$ cat src/common/board_pkg.sv
// Widths, types and reset values of the board display outputs.
// Used by the display registers and the top level ports.
`default_nettype none

package board_pkg;

	localparam int RED_LED_WIDTH   = 18;
	localparam int GREEN_LED_WIDTH = 9;
	localparam int NUM_HEX         = 4;       // seven segment digits on the board

	typedef logic [RED_LED_WIDTH-1:0]   red_led_t;
	typedef logic [GREEN_LED_WIDTH-1:0] green_led_t;

	// segments g..a, active low
	typedef logic [6:0] hex_digit_t;

	typedef hex_digit_t [NUM_HEX-1:0] hex_array_t;   // 28 bits, digit 0 in the low bits

	localparam hex_digit_t HEX_BLANK = 7'b1111111;   // every segment off

endpackage

`default_nettype wire

$ cat src/common/io_pkg.sv
// I/O bus word, raw request and decoded select types plus the register address map.
// Shared by the decoder, the register blocks and the read-back path.
`default_nettype none

package io_pkg;

	typedef logic [31:0] scalar_t;                // one bus word
	typedef logic [31:0] io_addr_t;               // byte address of an io register

	// board register map, byte addresses
	localparam io_addr_t ADDR_RED_LED      = 32'h00;
	localparam io_addr_t ADDR_GREEN_LED    = 32'h04;
	localparam io_addr_t ADDR_HEX0         = 32'h08;
	localparam io_addr_t ADDR_HEX1         = 32'h0c;
	localparam io_addr_t ADDR_HEX2         = 32'h10;
	localparam io_addr_t ADDR_HEX3         = 32'h14;
	localparam io_addr_t ADDR_FB_BASE      = 32'h28;  // write only, strobe to video
	localparam io_addr_t ADDR_FRAME_TOGGLE = 32'h2c;  // read only
	localparam io_addr_t ADDR_GPIO_DIR     = 32'h58;
	localparam io_addr_t ADDR_GPIO_VALUE   = 32'h5c;

	typedef enum logic [3:0]
	{
		REG_NONE,                                 // unmapped or dropped peripheral
		REG_RED_LED,
		REG_GREEN_LED,
		REG_HEX0,
		REG_HEX1,
		REG_HEX2,
		REG_HEX3,
		REG_FB_BASE,
		REG_FRAME_TOGGLE,
		REG_GPIO_DIR,
		REG_GPIO_VALUE
	} io_reg_e;

	typedef struct packed
	{
		logic     write_en;                       // single cycle write strobe
		logic     read_en;                        // carried along, not needed by the fabric
		io_addr_t address;
		scalar_t  write_data;
	} io_req_t;                                   // 66 bits, raw processor bus

	typedef struct packed
	{
		io_reg_e sel;                             // register addressed this cycle
		logic    wr;                              // write in this cycle
		scalar_t data;                            // write data
	} io_sel_t;

endpackage

`default_nettype wire

$ cat src/gpio/gpio_controller.sv
// Bit-bang GPIO port. Holds the direction and output registers, synchronizes
// the pin inputs and builds the value seen by a read of the GPIO value register.
`timescale 1ns/1ns
`default_nettype none

module gpio_controller
#(
	parameter int NUM_PINS = 6
)
(
	input  logic                clk,
	input  logic                reset,
	input  io_pkg::io_sel_t     sel,
	input  logic [NUM_PINS-1:0] gpio_in,
	output logic [NUM_PINS-1:0] gpio_out,
	output logic [NUM_PINS-1:0] gpio_oe,
	output logic [NUM_PINS-1:0] gpio_read_value
);

	logic [NUM_PINS-1:0] dir_reg;                // 1 drives the pin
	logic [NUM_PINS-1:0] out_reg;                // level driven on output pins
	logic [NUM_PINS-1:0] in_meta;                // first synchronizer stage
	logic [NUM_PINS-1:0] in_sync;                // second stage, safe to use

	always_ff @(posedge clk, posedge reset)
	begin
		if (reset)
		begin
			dir_reg <= '0;                       // all pins input after reset
			out_reg <= '0;
		end
		else if (sel.wr)
		begin
			if (sel.sel == io_pkg::REG_GPIO_DIR)
				dir_reg <= sel.data[NUM_PINS-1:0];
			if (sel.sel == io_pkg::REG_GPIO_VALUE)
				out_reg <= sel.data[NUM_PINS-1:0];
		end
	end

	// pins are asynchronous to clk, two flops before anything looks at them
	always_ff @(posedge clk, posedge reset)
	begin
		if (reset)
		begin
			in_meta <= '0;
			in_sync <= '0;
		end
		else
		begin
			in_meta <= gpio_in;
			in_sync <= in_meta;
		end
	end

	assign gpio_oe  = dir_reg;
	assign gpio_out = out_reg;

	// output pins read back what we drive, input pins what the board drives
	assign gpio_read_value = (out_reg & dir_reg) | (in_sync & ~dir_reg);

endmodule

`default_nettype wire

$ cat src/logic/display_regs.sv
// LED and seven segment display registers. Each register takes the low bits
// of the bus word on a write to its select, digits come out of reset blank.
`timescale 1ns/1ns
`default_nettype none

module display_regs
(
	input  logic                  clk,
	input  logic                  reset,
	input  io_pkg::io_sel_t       sel,
	output board_pkg::red_led_t   red_led,
	output board_pkg::green_led_t green_led,
	output board_pkg::hex_array_t hex
);

	always_ff @(posedge clk, posedge reset)
	begin
		if (reset)
		begin
			red_led   <= '0;
			green_led <= '0;
			hex       <= {board_pkg::NUM_HEX{board_pkg::HEX_BLANK}};   // all digits dark
		end
		else if (sel.wr)
		begin
			case (sel.sel)
				io_pkg::REG_RED_LED:
					red_led <= sel.data[board_pkg::RED_LED_WIDTH-1:0];
				io_pkg::REG_GREEN_LED:
					green_led <= sel.data[board_pkg::GREEN_LED_WIDTH-1:0];
				io_pkg::REG_HEX0:
					hex[0] <= sel.data[$bits(board_pkg::hex_digit_t)-1:0];
				io_pkg::REG_HEX1:
					hex[1] <= sel.data[$bits(board_pkg::hex_digit_t)-1:0];
				io_pkg::REG_HEX2:
					hex[2] <= sel.data[$bits(board_pkg::hex_digit_t)-1:0];
				io_pkg::REG_HEX3:
					hex[3] <= sel.data[$bits(board_pkg::hex_digit_t)-1:0];
				default:
				begin
					// other registers live elsewhere, hold everything
				end
			endcase
		end
	end

endmodule

`default_nettype wire

$ cat src/logic/io_decoder.sv
// Address decoder of the I/O bus. Turns each raw request into a register select
// and generates the framebuffer base update strobe combinationally.
`timescale 1ns/1ns
`default_nettype none

module io_decoder
(
	input  io_pkg::io_req_t req,
	output io_pkg::io_sel_t sel,
	output logic            fb_base_update_en,
	output io_pkg::scalar_t fb_new_base
);

	io_pkg::io_reg_e reg_sel;                     // decoded register

	always_comb
	begin
		case (req.address)
			io_pkg::ADDR_RED_LED:      reg_sel = io_pkg::REG_RED_LED;
			io_pkg::ADDR_GREEN_LED:    reg_sel = io_pkg::REG_GREEN_LED;
			io_pkg::ADDR_HEX0:         reg_sel = io_pkg::REG_HEX0;
			io_pkg::ADDR_HEX1:         reg_sel = io_pkg::REG_HEX1;
			io_pkg::ADDR_HEX2:         reg_sel = io_pkg::REG_HEX2;
			io_pkg::ADDR_HEX3:         reg_sel = io_pkg::REG_HEX3;
			io_pkg::ADDR_FB_BASE:      reg_sel = io_pkg::REG_FB_BASE;
			io_pkg::ADDR_FRAME_TOGGLE: reg_sel = io_pkg::REG_FRAME_TOGGLE;
			io_pkg::ADDR_GPIO_DIR:     reg_sel = io_pkg::REG_GPIO_DIR;
			io_pkg::ADDR_GPIO_VALUE:   reg_sel = io_pkg::REG_GPIO_VALUE;
			default:                   reg_sel = io_pkg::REG_NONE;   // uart, ps2 and holes read zero
		endcase
	end

	assign sel.sel  = reg_sel;
	assign sel.wr   = req.write_en;                // reads need no strobe, mux samples every cycle
	assign sel.data = req.write_data;

	// framebuffer base goes straight to the video side in the write cycle
	assign fb_base_update_en = req.write_en && reg_sel == io_pkg::REG_FB_BASE;
	assign fb_new_base       = req.write_data;

endmodule

`default_nettype wire

$ cat src/logic/io_read_mux.sv
// Registered read-back path. Samples the value of the currently selected
// register on every clock, so read data follows the address by one cycle.
`timescale 1ns/1ns
`default_nettype none

module io_read_mux
#(
	parameter int NUM_PINS = 6
)
(
	input  logic                clk,
	input  logic                reset,
	input  io_pkg::io_sel_t     sel,
	input  logic                frame_toggle,
	input  logic [NUM_PINS-1:0] gpio_read_value,
	output io_pkg::scalar_t     io_read_data
);

	io_pkg::scalar_t read_value;                 // zero extended value of the select

	always_comb
	begin
		case (sel.sel)
			io_pkg::REG_FRAME_TOGGLE:
				read_value = io_pkg::scalar_t'(frame_toggle);      // level in bit 0
			io_pkg::REG_GPIO_VALUE:
				read_value = io_pkg::scalar_t'(gpio_read_value);
			default:
				read_value = '0;                     // write only and unmapped registers
		endcase
	end

	always_ff @(posedge clk, posedge reset)
	begin
		if (reset)
			io_read_data <= '0;
		else
			io_read_data <= read_value;          // every cycle, read_en not needed
	end

endmodule

`default_nettype wire

$ cat src/logic/io_subsystem.sv
// Top of the memory-mapped I/O fabric. The processor bus comes in as one request
// and fans out to the LED, digit and GPIO registers and the read-back path.
`timescale 1ns/1ns
`default_nettype none

module io_subsystem
#(
	parameter int NUM_PINS = 6                   // bit-bang pins, sd card on the board
)
(
	input  logic                  clk,
	input  logic                  reset,
	input  io_pkg::io_req_t       req,
	input  logic                  frame_toggle,  // from the video side
	input  logic [NUM_PINS-1:0]   gpio_in,
	output board_pkg::red_led_t   red_led,
	output board_pkg::green_led_t green_led,
	output board_pkg::hex_array_t hex,
	output logic [NUM_PINS-1:0]   gpio_out,
	output logic [NUM_PINS-1:0]   gpio_oe,       // pads live in the board wrapper
	output logic                  fb_base_update_en,
	output io_pkg::scalar_t       fb_new_base,
	output io_pkg::scalar_t       io_read_data
);

	io_pkg::io_sel_t     sel;                    // decoded request, shared by all blocks
	logic [NUM_PINS-1:0] gpio_read_value;

	io_decoder i_decoder
	(
		.req               (req),
		.sel               (sel),
		.fb_base_update_en (fb_base_update_en),
		.fb_new_base       (fb_new_base)
	);

	display_regs i_display_regs
	(
		.clk       (clk),
		.reset     (reset),
		.sel       (sel),
		.red_led   (red_led),
		.green_led (green_led),
		.hex       (hex)
	);

	gpio_controller #(.NUM_PINS(NUM_PINS)) i_gpio_controller
	(
		.clk             (clk),
		.reset           (reset),
		.sel             (sel),
		.gpio_in         (gpio_in),
		.gpio_out        (gpio_out),
		.gpio_oe         (gpio_oe),
		.gpio_read_value (gpio_read_value)
	);

	io_read_mux #(.NUM_PINS(NUM_PINS)) i_read_mux
	(
		.clk             (clk),
		.reset           (reset),
		.sel             (sel),
		.frame_toggle    (frame_toggle),
		.gpio_read_value (gpio_read_value),
		.io_read_data    (io_read_data)
	);

endmodule

`default_nettype wire

$ cat config.mk
export PLATFORM = sky130hd
export DESIGN_NAME = io_subsystem
export DESIGN_NICKNAME = d
export VERILOG_FILES = /design/src/common/board_pkg.sv /design/src/common/io_pkg.sv /design/src/gpio/gpio_controller.sv /design/src/logic/display_regs.sv /design/src/logic/io_decoder.sv /design/src/logic/io_read_mux.sv /design/src/logic/io_subsystem.sv
export SDC_FILE = /design/constraint.sdc
export NUM_CORES = 1
export LEC_CHECK = 0
export ABC_AREA = 1
export BUFFER_PORTS_ARGS = -buffer_cell sky130_fd_sc_hd__buf_2
export CORE_MARGIN = 4
export CORE_UTILIZATION = 49
export CTS_CLUSTER_SIZE = 25
export DETAILED_ROUTE_END_ITERATION = 8
export PLACE_DENSITY = 0.85
export RECOVER_POWER = 100
export REMOVE_ABC_BUFFERS = 1
export SLEW_MARGIN = 20
export SYNTH_ARGS = -nofsm -noshare
export SYNTH_HDL_FRONTEND = slang
export SYNTH_SLANG_ARGS = --single-unit
$ cat constraint.sdc
create_clock -name clk -period 4.6 [get_ports clk]
set_input_delay 0.46 -clock clk [delete_from_list [all_inputs] [get_ports clk]]
set_output_delay 0.46 -clock clk [all_outputs]
set_load 0.02 [all_outputs]
==> impl_metrics.tcl <==
set metrics [dict create \
    synth_cells 429 \
    wirelength_met1_um 3770 \
    route.final.wire_length_um 9210 \
    fmax_ghz 0.372 \
    drt_wl_cell_um 14.0 \
    cts.reportedPaths.clkPinSlew_ns 0.08 \
    synthesis.area_mm2 0.00404 \
    starting_utilization_of_the_core_area 0.512 \
    layout_net_count 624 \
    multi_input_area_mm2 0.00120 \
    grtUsageTotal 0.190 \
    layout.cells.most_common "sky130_fd_sc_hd__nand2_1" \
    worstPathRequired_ns 4.14 \
    finalMaxSlewViolations 54 \
    number_of_storage_elements_in_the_synthesis_netlist 85 \
    failed_checks "max-capacitance violations, max-slew violations" \
    worstPathMaxFanout 8 \
    synthXorXnorAreaFrac 0 \
    setup_tns_ns 0 \
    grt_pass1_wl_um 15100 \
    combinational_family_with_the_most_area_after_synthesis "simple AND/OR/NAND/NOR gates" \
    design.portCount 207 \
    p_leak_uw 0.00215 \
    remaining_antenna_violation_count_after_routing 0 \
    clk_path_buf_depth 2 \
    post-route-period-util 0.585 \
    area_growth_pct 10.4 \
    antenna_cells 0 \
    top_library_cells_by_usage_in_the_layout_fill_and_taps_aside "104 x sky130_fd_sc_hd__nand2_1, 92 x sky130_fd_sc_hd__clkbuf_1, 59 x sky130_fd_sc_hd__buf_2, 57 x sky130_fd_sc_hd__dfrtp_1, 51 x sky130_fd_sc_hd__o21ai_0" \
    synth_mux_area_frac 0.0124 \
    worst-slew-pin-transition_ns 1.89 \
    hold_viol 0 \
    num-fill-cells 769 \
    timing.max_slew.rel_slack -0.265 \
    gpl.final_weighted_congestion 0.828 \
    first_global_vias 3261 \
    met2_length_um 4440 \
    finalSetupViolCount 0 \
    grt_ovf 0 \
    highest_layer "met4" \
    clock-sinks 85 \
    core_region_area_mm2 0.00789 \
    drt_pass1_iterations 4 \
    critical_path.startpoint_type "input port" \
    synth_simple_gate_area_share 0.209 \
    worst_clock_skew_ns 0.00288 \
    p_comb_frac 0.077 \
    post_drt_via_cell_ratio 4.79 \
    synth-adder-area-share 0 \
    place.port_buffers 151 \
    p_int_uw 1010 \
    worstSkewPairLatency_ns 0.34 \
    number_of_maximum_capacitance_violations 3 \
    cp_data_arrival_time_ns 2.23 \
    synth_cell_types 29 \
    pwr_density_cell_mw_per_mm2 301 \
    die_area_mm2 0.00976 \
    post-synth-top-area-fraction 0.353 \
    cts_made_buffers 9 \
    post_synthesis_compound_gate_area_fraction 0.0756 \
    critPathKind "input port to output port" \
    cts-hold-fix-buffers 0 \
    number_of_remaining_drc_errors 0 \
    min_path_type "input port to register" \
    layout_min_cycle_time_ns 2.69 \
    p_total_uw 1340 \
    crit_path_end_kind "output port" \
    vias 3142 \
    clock_tree_from_tritoncts "built" \
    die_outline_height_um 98.8 \
    power_switching_share 0.250 \
    synth_area_per_cell_um2 9.41 \
    cts_resized 0 \
    netlist_top_cells_area "sky130_fd_sc_hd__dfrtp_1 35%, sky130_fd_sc_hd__dfstp_2 18%, sky130_fd_sc_hd__buf_4 11%" \
    synthDominantAreaCellType "sky130_fd_sc_hd__dfrtp_1" \
    place_hpwl_um 7000 \
    synth_seq_area_share 0.535 \
    route.met3.wl_um 792 \
    grt_start_max_net_pins 46 \
    antenna_found_initial 0 \
    power.ir.vdd_worst_v 0.000191 \
    clock_power_share 0.360 \
    power.share.sequential 0.562 \
    synthesis.yosys.warnings 0 \
    switchingPower_uw 335 \
    worst-r2r-setup-slack_ns 3.80 \
    grt_setup_unrepaired "no" \
    outcome "finished, violations left" \
    std_cell_rows 32 \
    die_w_um 98.8 \
    drtIter0Drc 139 \
    layout-drive-gt1-share 0.209 \
    cts_setup_buffers 0 \
    area.sequential_mm2 0.00216 \
    cts-htree-levels 3 \
    cts.root.buffer_cell "sky130_fd_sc_hd__clkbuf_8" \
]
-- layout make-up --
| cell class | instances | area share |
|---|---|---|
| clock buffer | 11 | 0.0340 |
| clock inverter | 5 | 0.00758 |
| inverter | 36 | 0.0314 |
| multi-input combinational | 265 | 0.268 |
| sequential | 85 | 0.485 |
| tap | 102 | 0.0286 |
| timing repair buffer | 152 | 0.145 |
-- critical path, stage by stage --
cell	delay, ns
sky130_fd_sc_hd__buf_2	0.08
sky130_fd_sc_hd__nor2_1	0.04
sky130_fd_sc_hd__nand2_1	0.05
sky130_fd_sc_hd__nor2_1	0.03
sky130_fd_sc_hd__nand2_1	0.15
sky130_fd_sc_hd__clkinvlp_2	0.30
sky130_fd_sc_hd__nand3b_1	0.45
sky130_fd_sc_hd__inv_1	0.12
sky130_fd_sc_hd__nor2_1	0.12
sky130_fd_sc_hd__nand3_1	0.07
sky130_fd_sc_hd__nor2_1	0.11
sky130_fd_sc_hd__clkbuf_1	0.24
-- state kept, by name, summed over array words and instances, names as in the netlist --
register / count
i_display_regs.green_led: 9
i_display_regs.hex: 28
i_display_regs.red_led: 18
i_gpio_controller.gpio_oe: 6
i_gpio_controller.gpio_out: 6
i_gpio_controller.in_meta: 6
i_gpio_controller.in_sync: 6
i_read_mux.io_read_data: 6
-- final timing paths --
| check | start | to | cells past startpoint |
|---|---|---|---|
| min in group asynchronous | reset | i_display_regs.red_led[10] | 2 |
| setup reg to reg | i_gpio_controller.gpio_oe[4] | i_read_mux.io_read_data[4] | 2 |
| setup / recovery | req[59] | fb_base_update_en | 12 |
| max in group asynchronous | reset | i_display_regs.hex[17] | 3 |
| hold reg to reg | i_gpio_controller.in_meta[0] | i_gpio_controller.in_sync[0] | 0 |
| hold / removal | gpio_in[5] | i_gpio_controller.in_meta[5] | 1 |
-- synth_stat cells --
library cell	n
sky130_fd_sc_hd__nor4_4	2
sky130_fd_sc_hd__clkbuf_1	1
sky130_fd_sc_hd__buf_4	58
sky130_fd_sc_hd__dfstp_2	28
sky130_fd_sc_hd__nand4_2	4
sky130_fd_sc_hd__nand2_4	2
sky130_fd_sc_hd__o21ai_2	4
sky130_fd_sc_hd__nand3_1	18
sky130_fd_sc_hd__nor2_2	2
sky130_fd_sc_hd__inv_2	1
sky130_fd_sc_hd__nand3b_2	1
sky130_fd_sc_hd__buf_2	2
sky130_fd_sc_hd__o21ai_0	14
sky130_fd_sc_hd__nand2_2	2
sky130_fd_sc_hd__clkinv_4	1
sky130_fd_sc_hd__nand3_4	1
sky130_fd_sc_hd__o211ai_1	1
sky130_fd_sc_hd__nor2_4	1
sky130_fd_sc_hd__nor2_1	39
sky130_fd_sc_hd__mux2i_1	5
sky130_fd_sc_hd__inv_4	1
sky130_fd_sc_hd__conb_1	1
sky130_fd_sc_hd__a21boi_1	1
sky130_fd_sc_hd__inv_1	33
sky130_fd_sc_hd__dfrtp_1	57
sky130_fd_sc_hd__nand2_1	103
sky130_fd_sc_hd__o21ai_1	37
sky130_fd_sc_hd__nand4_4	2
sky130_fd_sc_hd__buf_6	7
-- cells by family (layout without fill, tap and decap cells) --
group           Yosys count  after routing
simple gates            177            177
buf+inv                 104            204
flops                    85             85
compound gates           57             57
mux                       5              5
other cells               1             26
-- per-layer routing --
layer	global-route usage	vias to the layer above
met5	0	-
met2	0.326	152
li1	-	1505
met1	0.228	1468
met3	0.0580	17
met4	0.0630	0
-- stage by stage --
step / util / setup slack, ns / hold slack [ns] / area (um^2) / std cells
after floorplan: - / 1.99 / 0.331 / 3600 / 386
after global placement: 0.570 / 2.31 / 0.332 / 4500 / 640
after detailed placement: 0.570 / 2.28 / 0.336 / 4500 / 640
after CTS: 0.593 / 2.28 / 0.204 / 4680 / 656
after global routing: 0.565 / 1.61 / 0.200 / 4460 / 656
final: 0.565 / 1.91 / 0.223 / 4460 / 656
-- power groups by stage --
stage	sequential (uW)	clock [uW]	combinational (uW)
3_5_place_dp	769	0	110
4_1_cts	755	503	110
3_3_place_gp	768	0	107
2_1_floorplan	768	0	47.4
5_1_grt	755	534	117
6_report	755	484	104
Power figures use the tool's default switching activity.
